`src/include/cpu_settings.svh`:
```
`ifndef CPU_SETTINGS_SVH
`define CPU_SETTINGS_SVH

// Register and data path width
`define DATA_WIDTH 16

// Architectural register count and its address width
`define REG_COUNT 16
`define REG_ADDR_WIDTH 4

// Instruction address width, PC wraps modulo 2**PC_WIDTH
`define PC_WIDTH 8

// Immediate field of the immediate format
`define IMM_WIDTH 8

`endif

```
`src/hdl/cpuPkg.sv`:
```
`include "cpu_settings.svh"

package cpuPkg;

    // Codes 13 to 15 are unused and retire as NOP
    typedef enum logic [3:0] {
        NOP  = 4'd0,
        ADD  = 4'd1,
        SUB  = 4'd2,
        AND  = 4'd3,
        OR   = 4'd4,
        XOR  = 4'd5,
        SHL  = 4'd6,
        SHR  = 4'd7,
        LI   = 4'd8,
        LUI  = 4'd9,
        ADDI = 4'd10,
        JMP  = 4'd11,
        JAL  = 4'd12
    } opcodeE;

    typedef struct packed {
        opcodeE                     opcode;
        logic [`REG_ADDR_WIDTH-1:0] rd;
        logic [`REG_ADDR_WIDTH-1:0] rs;
        logic [`REG_ADDR_WIDTH-1:0] rt;
    } regFmtS;

    typedef struct packed {
        opcodeE                     opcode;
        logic [`REG_ADDR_WIDTH-1:0] rd;
        logic [`IMM_WIDTH-1:0]      imm;
    } immFmtS;

    // One instruction word, two views sharing opcode and rd
    typedef union packed {
        regFmtS regFmt;
        immFmtS immFmt;
    } instrU;

    typedef struct packed {
        logic                 valid;
        instrU                instr;
        logic [`PC_WIDTH-1:0] pc;
    } fetchS;

    typedef enum logic [1:0] {
        ARITH,
        LOGIC,
        LINK
    } aluSelE;

    typedef struct packed {
        logic                       valid;
        opcodeE                     op;
        aluSelE                     sel;
        logic                       writeEn;
        logic [`REG_ADDR_WIDTH-1:0] rd;
        logic [`DATA_WIDTH-1:0]     a;
        logic [`DATA_WIDTH-1:0]     b;
        logic [`DATA_WIDTH-1:0]     link;
    } issueS;

    // Register write port, also the bypass source for decode
    typedef struct packed {
        logic                       valid;
        logic [`REG_ADDR_WIDTH-1:0] addr;
        logic [`DATA_WIDTH-1:0]     data;
    } wbS;

endpackage

```
`src/hdl/aluArith.sv`:
```
`timescale 1ns/10ps
`include "cpu_settings.svh"

module aluArith (
    input  cpuPkg::opcodeE         op,
    input  logic [`DATA_WIDTH-1:0] a,
    input  logic [`DATA_WIDTH-1:0] b,
    output logic [`DATA_WIDTH-1:0] result
);
    import cpuPkg::*;

    // Results wrap at the data width, shifts use the low nibble of b
    always_comb begin
        case (op)
            ADD, ADDI: begin
                result = a + b;
            end
            SUB: begin
                result = a - b;
            end
            SHL: begin
                result = a << b[3:0];
            end
            SHR: begin
                result = a >> b[3:0];
            end
            default: begin
                result = '0;
            end
        endcase
    end

endmodule

```
`src/hdl/aluLogic.sv`:
```
`timescale 1ns/10ps
`include "cpu_settings.svh"

module aluLogic (
    input  cpuPkg::opcodeE         op,
    input  logic [`DATA_WIDTH-1:0] a,
    input  logic [`DATA_WIDTH-1:0] b,
    output logic [`DATA_WIDTH-1:0] result
);
    import cpuPkg::*;

    always_comb begin
        case (op)
            AND:     result = a & b;
            OR:      result = a | b;
            XOR:     result = a ^ b;
            LI:      result = b;
            // New upper byte from the immediate, low byte kept from rd
            LUI:     result = {b[7:0], a[7:0]};
            default: result = '0;
        endcase
    end

endmodule

```
`src/hdl/cpuTop.sv`:
```
`timescale 1ns/10ps
`include "cpu_settings.svh"

module cpuTop (
    input  logic                 clk,
    input  logic                 arstN,
    input  logic                 sysEn,
    input  cpuPkg::instrU        instr,
    output logic [`PC_WIDTH-1:0] instrAddr,
    output cpuPkg::wbS           wb
);
    import cpuPkg::*;

    fetchS                      fetch;
    logic                       jump;
    logic [`PC_WIDTH-1:0]       jumpTarget;
    logic [`REG_ADDR_WIDTH-1:0] readAddrA;
    logic [`REG_ADDR_WIDTH-1:0] readAddrB;
    logic [`DATA_WIDTH-1:0]     readDataA;
    logic [`DATA_WIDTH-1:0]     readDataB;
    issueS                      issue;

    pipeControl pipeCtl (
        .clk       (clk),
        .arstN     (arstN),
        .sysEn     (sysEn),
        .jump      (jump),
        .jumpTarget(jumpTarget),
        .instr     (instr),
        .instrAddr (instrAddr),
        .fetch     (fetch)
    );

    instrDecoder decoder (
        .fetch     (fetch),
        .readDataA (readDataA),
        .readDataB (readDataB),
        .readAddrA (readAddrA),
        .readAddrB (readAddrB),
        .jump      (jump),
        .jumpTarget(jumpTarget),
        .issue     (issue)
    );

    regFile regs (
        .clk      (clk),
        .arstN    (arstN),
        .readAddrA(readAddrA),
        .readAddrB(readAddrB),
        .wb       (wb),
        .readDataA(readDataA),
        .readDataB(readDataB)
    );

    executeStage exec (
        .clk  (clk),
        .arstN(arstN),
        .issue(issue),
        .wb   (wb)
    );

endmodule

```
`src/hdl/executeStage.sv`:
```
`timescale 1ns/10ps
`include "cpu_settings.svh"

module executeStage (
    input  logic          clk,
    input  logic          arstN,
    input  cpuPkg::issueS issue,
    output cpuPkg::wbS    wb
);
    import cpuPkg::*;

    issueS                  issueQ;
    logic [`DATA_WIDTH-1:0] arithResult;
    logic [`DATA_WIDTH-1:0] logicResult;

    // Issue register, decode to execute boundary
    always_ff @(posedge clk or negedge arstN) begin
        if (!arstN) begin
            issueQ <= '0;
        end else begin
            issueQ <= issue;
        end
    end

    aluArith arithAlu (
        .op    (issueQ.op),
        .a     (issueQ.a),
        .b     (issueQ.b),
        .result(arithResult)
    );

    aluLogic logicAlu (
        .op    (issueQ.op),
        .a     (issueQ.a),
        .b     (issueQ.b),
        .result(logicResult)
    );

    // Writeback mux
    always_comb begin
        wb.valid = issueQ.valid && issueQ.writeEn;
        wb.addr  = issueQ.rd;
        case (issueQ.sel)
            ARITH:   wb.data = arithResult;
            LOGIC:   wb.data = logicResult;
            default: wb.data = issueQ.link;
        endcase
    end

endmodule

```
`src/hdl/instrDecoder.sv`:
```
`timescale 1ns/10ps
`include "cpu_settings.svh"

module instrDecoder (
    input  cpuPkg::fetchS              fetch,
    input  logic [`DATA_WIDTH-1:0]     readDataA,
    input  logic [`DATA_WIDTH-1:0]     readDataB,
    output logic [`REG_ADDR_WIDTH-1:0] readAddrA,
    output logic [`REG_ADDR_WIDTH-1:0] readAddrB,
    output logic                       jump,
    output logic [`PC_WIDTH-1:0]       jumpTarget,
    output cpuPkg::issueS              issue
);
    import cpuPkg::*;

    regFmtS                 rFmt;
    immFmtS                 iFmt;
    logic                   immOp;
    logic [`DATA_WIDTH-1:0] immZext;
    logic [`DATA_WIDTH-1:0] immSext;
    logic [`PC_WIDTH-1:0]   nextPc;

    assign rFmt    = fetch.instr.regFmt;
    assign iFmt    = fetch.instr.immFmt;
    assign immOp   = rFmt.opcode inside {LI, LUI, ADDI, JMP, JAL};
    assign immZext = {{(`DATA_WIDTH - `IMM_WIDTH){1'b0}}, iFmt.imm};
    assign immSext = {{(`DATA_WIDTH - `IMM_WIDTH){iFmt.imm[`IMM_WIDTH-1]}}, iFmt.imm};
    assign nextPc  = fetch.pc + 1'b1;

    // Immediate ops read their own destination as operand A
    assign readAddrA = immOp ? iFmt.rd : rFmt.rs;
    assign readAddrB = rFmt.rt;

    // Jumps resolve here, target is the absolute imm field
    assign jump       = fetch.valid && (rFmt.opcode == JMP || rFmt.opcode == JAL);
    assign jumpTarget = iFmt.imm;

    // Both formats place rd in the same bits
    always_comb begin
        issue         = '0;
        issue.valid   = fetch.valid;
        issue.op      = rFmt.opcode;
        issue.sel     = ARITH;
        issue.rd      = rFmt.rd;
        issue.a       = readDataA;
        issue.b       = readDataB;
        issue.link    = {{(`DATA_WIDTH - `PC_WIDTH){1'b0}}, nextPc};
        case (rFmt.opcode)
            ADD, SUB, SHL, SHR: begin
                issue.writeEn = 1'b1;
            end
            AND, OR, XOR: begin
                issue.sel     = LOGIC;
                issue.writeEn = 1'b1;
            end
            LI: begin
                issue.sel     = LOGIC;
                issue.a       = '0;
                issue.b       = immZext;
                issue.writeEn = 1'b1;
            end
            LUI: begin
                issue.sel     = LOGIC;
                issue.b       = immZext;
                issue.writeEn = 1'b1;
            end
            ADDI: begin
                issue.b       = immSext;
                issue.writeEn = 1'b1;
            end
            JAL: begin
                issue.sel     = LINK;
                issue.writeEn = 1'b1;
            end
            // NOP, JMP and the spare codes write nothing
            default: begin
                issue.writeEn = 1'b0;
            end
        endcase
    end

endmodule

```
`src/hdl/pipeControl.sv`:
```
`timescale 1ns/10ps
`include "cpu_settings.svh"

module pipeControl (
    input  logic                 clk,
    input  logic                 arstN,
    input  logic                 sysEn,
    input  logic                 jump,
    input  logic [`PC_WIDTH-1:0] jumpTarget,
    input  cpuPkg::instrU        instr,
    output logic [`PC_WIDTH-1:0] instrAddr,
    output cpuPkg::fetchS        fetch
);

    logic [`PC_WIDTH-1:0] pc;

    // Memory answers in the same cycle, so the PC goes straight out
    assign instrAddr = pc;

    // A decoded jump redirects even while fetch is stopped
    always_ff @(posedge clk or negedge arstN) begin
        if (!arstN) begin
            pc <= '0;
        end else if (jump) begin
            pc <= jumpTarget;
        end else if (sysEn) begin
            pc <= pc + 1'b1;
        end
    end

    // Fetch register
    // Word fetched alongside a jump is wrong-path, held invalid
    always_ff @(posedge clk or negedge arstN) begin
        if (!arstN) begin
            fetch <= '0;
        end else begin
            fetch.valid <= sysEn && !jump;
            fetch.instr <= instr;
            fetch.pc    <= pc;
        end
    end

endmodule

```
`src/hdl/regFile.sv`:
```
`timescale 1ns/10ps
`include "cpu_settings.svh"

module regFile (
    input  logic                       clk,
    input  logic                       arstN,
    input  logic [`REG_ADDR_WIDTH-1:0] readAddrA,
    input  logic [`REG_ADDR_WIDTH-1:0] readAddrB,
    input  cpuPkg::wbS                 wb,
    output logic [`DATA_WIDTH-1:0]     readDataA,
    output logic [`DATA_WIDTH-1:0]     readDataB
);

    logic [`DATA_WIDTH-1:0] regs [`REG_COUNT];

    // Architectural state, all registers read zero after reset
    always_ff @(posedge clk or negedge arstN) begin
        if (!arstN) begin
            for (int i = 0; i < `REG_COUNT; i++) begin
                regs[i] <= '0;
            end
        end else if (wb.valid) begin
            regs[wb.addr] <= wb.data;
        end
    end

    // Write in flight bypasses the array
    assign readDataA = (wb.valid && wb.addr == readAddrA) ? wb.data : regs[readAddrA];
    assign readDataB = (wb.valid && wb.addr == readAddrB) ? wb.data : regs[readAddrB];

endmodule

```
`config.mk`:
```
export PLATFORM = sky130hd
export DESIGN_NAME = cpuTop
export DESIGN_NICKNAME = d
export VERILOG_FILES = /design/src/hdl/cpuPkg.sv /design/src/hdl/aluArith.sv /design/src/hdl/aluLogic.sv /design/src/hdl/cpuTop.sv /design/src/hdl/executeStage.sv /design/src/hdl/instrDecoder.sv /design/src/hdl/pipeControl.sv /design/src/hdl/regFile.sv
export VERILOG_INCLUDE_DIRS = /design/src /design/src/include
export SDC_FILE = /design/constraint.sdc
export NUM_CORES = 1
export LEC_CHECK = 0
export BUFFER_PORTS_ARGS = -buffer_cell sky130_fd_sc_hd__buf_2
export CORE_ASPECT_RATIO = 1.2
export CORE_MARGIN = 4
export CORE_UTILIZATION = 60
export CTS_BUF_LIST = sky130_fd_sc_hd__clkbuf_16
export CTS_CLUSTER_SIZE = 12
export DETAILED_ROUTE_END_ITERATION = 16
export GPL_TIMING_DRIVEN = 0
export PLACE_DENSITY = 0.81
export SYNTH_ARGS = -nofsm -noshare
export SYNTH_HDL_FRONTEND = slang
export SYNTH_SLANG_ARGS = --single-unit
```
`constraint.sdc`:
```
create_clock -name clk -period 11.5 [get_ports clk]
set_input_delay 1.725 -clock clk [delete_from_list [all_inputs] [get_ports clk]]
set_output_delay 1.725 -clock clk [all_outputs]
set_load 0.005 [all_outputs]
```
After elaboration in Yosys (flattened, before gate mapping)
Index checks and enable logic that the tools add are counted.
{ "totals": {"ff_bits": 341, "output_inout_bits": 29, "elab_cells": 105} }
{ "classes": {"add_sub_neg": 4, "n_lt_le_gt_ge": 4, "eq_ne": 25, "n_shift": 2, "muxes": 21, "bitwise": 6, "reduce_logical": 15} }
{ "ops": {"columns": ["operator", "count"], "rows": [
  ["256-bit bitwise mux", 1],
  ["16-bit binary-select mux with 4-bit select", 2],
  ["16-bit two-way mux", 8],
  ["16-bit case mux with 5 select lines", 1],
  ["16-bit demux with 4-bit select", 1],
  ["16-bit case mux with 2 select lines", 2],
  ["16-bit case mux with 4 select lines", 1],
  ["4-bit by 3-bit equality test with 1-bit output, second input constant", 8],
  ["4-bit equality test, second input constant", 8],
  ["16-bit adder", 1],
  ["8-bit by 1-bit adder with 8-bit output, second input constant", 2],
  ["16-bit AND", 1],
  ["4-bit by 2-bit equality test with 1-bit output, second input constant", 4],
  ["8-bit two-way mux", 2],
  ["16-bit OR", 1],
  ["16-bit by 4-bit << shifter with 16-bit output", 1],
  ["16-bit by 4-bit right shift with 16-bit output", 1],
  ["16-bit subtractor", 1],
  ["16-bit bitwise XOR", 1],
  ["5-bit >= comparator, second input constant", 3],
  ["4-bit NOT with 5-bit output", 3],
  ["11-bit OR reduction", 1],
  ["4-bit by 1-bit equality test with 1-bit output, second input constant", 2],
  ["4-bit equality test", 2],
  ["13 further kinds", 19]
]} }

Depth between registers and ports, before layout
{ "depth": {"ltp_word": 9, "ltp_mapped": 19, "mapped_depth_nobuf": 14} }

By module
Synthesis repeated with hierarchy kept, for this count alone.
{ "hier_totals": {"cells_unflattened": 1684, "area_unflattened_um2": 21719.6} }
{ "modules_own_cells": {"columns": ["module", "n_inst", "cells_per_inst", "area_each_um2", "seq_area_each_um2"], "rows": [
  ["regFile", 1, 885, 14181.1, 6406.1],
  ["aluArith", 1, 354, 2479.9, 0.0],
  ["executeStage", 1, 118, 1881.8, 1501.4],
  ["aluLogic", 1, 146, 1297.5, 0.0],
  ["pipeControl", 1, 75, 1073.5, 825.8],
  ["instrDecoder", 1, 106, 805.8, 0.0]
]} }

Least setup slack after synthesis
No wires, ideal clock.
{ "synth_path": {"path_kind": "reg2out", "from": "register exec.issueQ[16] (netlist name)", "to": "output wb[14] (netlist name)", "arrival_time_ns": 3.508, "required_time_ns": 9.775, "slack_ns": 6.267, "stages_incl_launch_ff": 19, "n_path_buf": 5, "path_cell_list": "dfrtp_1 -> buf_6 -> buf_12 -> buf_2 -> inv_1 -> ha_1 -> nand4_1 -> o41ai_1 -> o21ai_0 -> xnor2_1 -> ha_1 -> nand2b_1 -> o21ai_0 -> a32o_1 -> a311oi_1 -> o311a_1 -> buf_2 -> buf_4 -> inv_1"} }
{ "synth_lines": {"columns": ["item", "line_no", "text"], "rows": [
  ["start, declared", "executeStage.sv:12", "issueS issueQ;"],
  ["start signal, assigned", "executeStage.sv:21", "issueQ <= issue;"],
  ["end, declared", "cpuTop.sv:10", "output cpuPkg::wbS wb"]
]} }

==> flow_metrics.py <==
metrics = {
    "cts": {
        "clockBufferDepth": 3,
        "clk_latency_ns": 0.53,
        "cts_made_buffers": 35,
        "cts_tree": "built",
        "hold_buffers": 0,
        "path_clk_slew_ns": 0.06,
        "ctsHtreeMaxLevel": 2,
        "cts.repair.resized": 0,
        "cts_sinks": 341,
        "cts-root-buf": "clkbuf_16",
        "post_cts_buffers": 0,
    },
    "timing": {
        "timing.hold.ws_ns": 0.376,
        "layout_min_cycle_time_ns": 7.75,
        "finalSetupViolCount": 0,
        "worstMarginPinSlew_ns": 1.30,
        "setup_ws_ns": 3.75,
        "min_period_over_period_pct": 67.4,
        "max_freq_ghz": 0.129,
        "setup_tns_ns": 0,
        "rsz0062_at_grt": "no",
        "slew_violations": 0,
        "hold_viol": 0,
        "clock_skew_ns": 0.0176,
        "slew_headroom_pct": 13.1,
    },
    "critical_path": {
        "crit_fanout": 10,
        "critical_path_class": "reg2out",
        "cp-start-kind": "register",
        "crit_end": "wb[10]",
        "regToRegSetupSlack_ns": 5.93,
        "cp_slowest_cell": "nor3_1",
        "critPathArrivalTime_ns": 6.03,
        "regToRegEndpoint": "regs.regs[42]$_DFFE_PN0P_",
        "rr_startpoint": "exec.issueQ[57]$_DFF_PN0_",
        "end_kind": "primary output",
        "path_cells": "clkbuf_1 -> clkbuf_1 -> nor3_1 -> nor2_1 -> xnor2_1 -> ha_1 -> a211oi_1 -> o21ai_0 -> a41oi_1 -> xor2_1 -> o211a_1 -> clkbuf_1 -> clkbuf_1 -> inv_1 -> buf_2",
        "path_depth": 15,
        "r2r_cells": 14,
        "crit_required_ns": 9.78,
        "path_delay_family": "buffers and inverters",
        "slowest_delay_ns": 1.04,
        "worst-path-buf-inv": 6,
        "cpMostUsedCell": "clkbuf_1",
        "crit_start": "exec.issueQ[57]$_DFF_PN0_",
    },
    "cells_and_area": {
        "seq_area_um2": 8530,
        "drive_gt1_share_pct": 18.8,
        "fin_nets": 2137,
        "fillers": 2650,
        "syn_to_final_growth_pct": 9.17,
        "stdcell_area_um2": 22600,
        "multiInputGateArea_um2": 11200,
    },
    "routing": {
        "wl_per_cell_um": 30.0,
        "wl_um": 76000,
        "drt_iter0_drc": 2665,
        "via_count": 18000,
        "highest_layer": "met5",
        "wl_met1_um": 25300,
        "dr_wl_met2_um": 35900,
        "dr.pass1.iters": 7,
        "ant_nets": 0,
        "dr_wl_met3_um": 7870,
        "vias_per_cell": 7.08,
        "drc": 0,
    },
    "synthesis": {
        "async_flop_share_pct": 100,
        "ys_warn_count": 0,
        "yosys.area.top_type": "dfrtp_1",
        "synth_area_leaders": "dfrtp_1 (41%), mux4_2 (11%), mux2_2 (6.7%)",
        "synth-seq-area-share_pct": 41.3,
        "synth_cell_type_count": 81,
        "synthesis.area_um2": 20700,
        "ys.flop_type": "dfrtp_1",
        "yosys.area.top_type_share_pct": 41.3,
        "ys_ff_latch": 341,
        "synthCells": 1980,
        "synth.net_count": 2051,
        "syn_area_per_cell_um2": 10.4,
        "synth_enable_flop_cells": 0,
    },
    "power_and_ir_drop": {
        "totalPowerFinal_w": 0.00452,
        "cellPowerDensity_nw_per_um2": 200,
        "p_leak_nw": 9.74,
        "ir_drop_mv": 0.155,
    },
    "floorplan": {
        "die_h_um": 211,
        "initial_core_util_pct": 60.8,
        "io_pins": 48,
        "core_area_um2": 34000,
        "rows": 74,
        "die-area_um2": 37500,
        "fp.dieW_um": 177,
    },
    "global_routing": {
        "track_usage_pct": 40.8,
        "grt_pass1_vias": 17900,
        "grt_max_degree": 128,
        "grt_first_pass_wirelength_um": 113000,
        "antenna_found_initial": 3,
        "grt_overflow_total": 0,
    },
    "min_path": {
        "min-delay-start": "pipeCtl.fetch[24]$_DFF_PN0_",
        "min_path_type": "reg2reg",
    },
    "placement": {
        "gp_routability_congestion": 1.06,
        "place_ws_ns": 4.41,
        "dp_hpwl_um": 55600,
        "placed_area_um2": 21500,
        "port-buffer-count": 46,
    },
    "run_status": {
        "outcome": "finished, final reports clean",
    },
    "job": {
        "maxCapViolations": 0,
    },
}
[worst min path at each step]
stage | endpoint | slack [ns] | depth (start not counted)
after floorplan | exec.issueQ[59]$_DFF_PN0_ | 0.35 | 0
after global placement | exec.issueQ[59]$_DFF_PN0_ | 0.36 | 0
after detailed placement | exec.issueQ[59]$_DFF_PN0_ | 0.36 | 0
after CTS | exec.issueQ[59]$_DFF_PN0_ | 0.38 | 0
after global routing | exec.issueQ[59]$_DFF_PN0_ | 0.39 | 0
final | exec.issueQ[59]$_DFF_PN0_ | 0.38 | 0
[layer usage]
metal / track usage (%) / vias to the layer above
met5: 0 / -
met4: 28.7 / 2
met3: 9.63 / 426
met2: 66.4 / 1365
met1: 47.9 / 8734
li1: - / 7449
[layout by cell type (no fill, tap or decap), types with 8 or more instances in the layout]
cell,n
mux4_2,104
nor2b_1,8
buf_4,9
o21ai_0,109
and3_1,11
clkbuf_16,37
nand3_1,30
nand2b_1,28
buf_2,86
o22ai_1,13
or3_1,8
nor3_1,21
a211oi_1,10
nand4_1,9
xnor2_1,31
o211ai_1,17
o221ai_1,18
mux2i_1,47
nand2_1,245
a32oi_1,20
mux4_1,15
a21oi_1,156
a31oi_1,11
a21boi_0,8
buf_1,9
a22oi_1,15
dfrtp_1,341
mux2_2,123
xor2_1,8
ha_1,51
clkbuf_1,101
nor2_1,174
a21o_1,8
inv_1,59
a32o_1,13
[state kept, by name, summed over array words and instances (netlist names)]
name / cells
exec.issueQ: 48
exec.wb: 4
pipeCtl.fetch: 25
pipeCtl.instrAddr: 8
regs.regs: 256
[metrics by stage]
stage          util (%)  instances
4_1_cts            66.4       2536
2_1_floorplan         -       1980
5_1_grt            66.4       2536
3_3_place_gp       63.2       2482
3_5_place_dp       63.4       2485
6_report           66.4       2538
[cell type report]
class                           instances  share of cell area [%]
Timing Repair Buffer                   49                    1.34
Tap cell                              456                    2.53
Antenna cell                            2                  0.0222
Inverter                               52                   0.865
Clock inverter                         14                   0.349
Clock buffer                           37                    4.11
Sequential cell                       341                    37.8
Buffer                                164                    3.33
Multi-Input combinational cell       1423                    49.6
[Yosys cell counts, types with 9 or more instances]
| cell | n |
|---|---|
| a21oi_1 | 156 |
| o221ai_1 | 18 |
| and3_1 | 11 |
| a31oi_1 | 11 |
| a211oi_1 | 10 |
| mux2_2 | 123 |
| nand2_1 | 245 |
| nand2b_1 | 28 |
| inv_1 | 48 |
| mux4_2 | 104 |
| a32o_1 | 13 |
| buf_1 | 9 |
| a22oi_1 | 15 |
| dfrtp_1 | 341 |
| xnor2_1 | 31 |
| nand4_1 | 9 |
| o211ai_1 | 17 |
| mux2i_1 | 47 |
| mux4_1 | 15 |
| a32oi_1 | 20 |
| nand3_1 | 30 |
| clkbuf_1 | 101 |
| o21ai_0 | 109 |
| o22ai_1 | 13 |
| buf_2 | 41 |
| nor2_1 | 174 |
| nor3_1 | 22 |
| ha_1 | 51 |
[worst reg2reg max path, delay by kind of cell (launching register included)]
| kind | cells | cell delay, ns |
|---|---|---|
| buffers and inverters | 4 | 1.65 |
| AND/OR/NAND/NOR | 2 | 1.16 |
| XOR/XNOR | 2 | 0.39 |
| AO/OA/AOI/OAI | 5 | 1.38 |
| flip-flops | 1 | 0.48 |
| adder cells (fa/ha/maj) | 1 | 0.38 |
[report_power, final]
part | total (W) | internal (W) | switching, W
registers | 0.00183 | 0.00150 | 0.000331
logic | 0.00163 | 0.000717 | 0.000916
clock network | 0.00106 | 0.000593 | 0.000462
total | 0.00452 | 0.00281 | 0.00171
[logic make-up (layout without fill, tap and decap cells)]
logic type      Yosys count  count (layout)  share of synthesized area (%)
fa+ha+maj                53              53                           3.23
compound gates          469             469                           14.8
flops                   341             341                           41.3
mux                     289             289                           22.2
xor+xnor                 39              39                           1.65
buf+inv                 216             316                           4.58
other cells               0               2                              0
simple gates            573             573                           12.2
No activity file was read; power rests on OpenSTA's default activity.
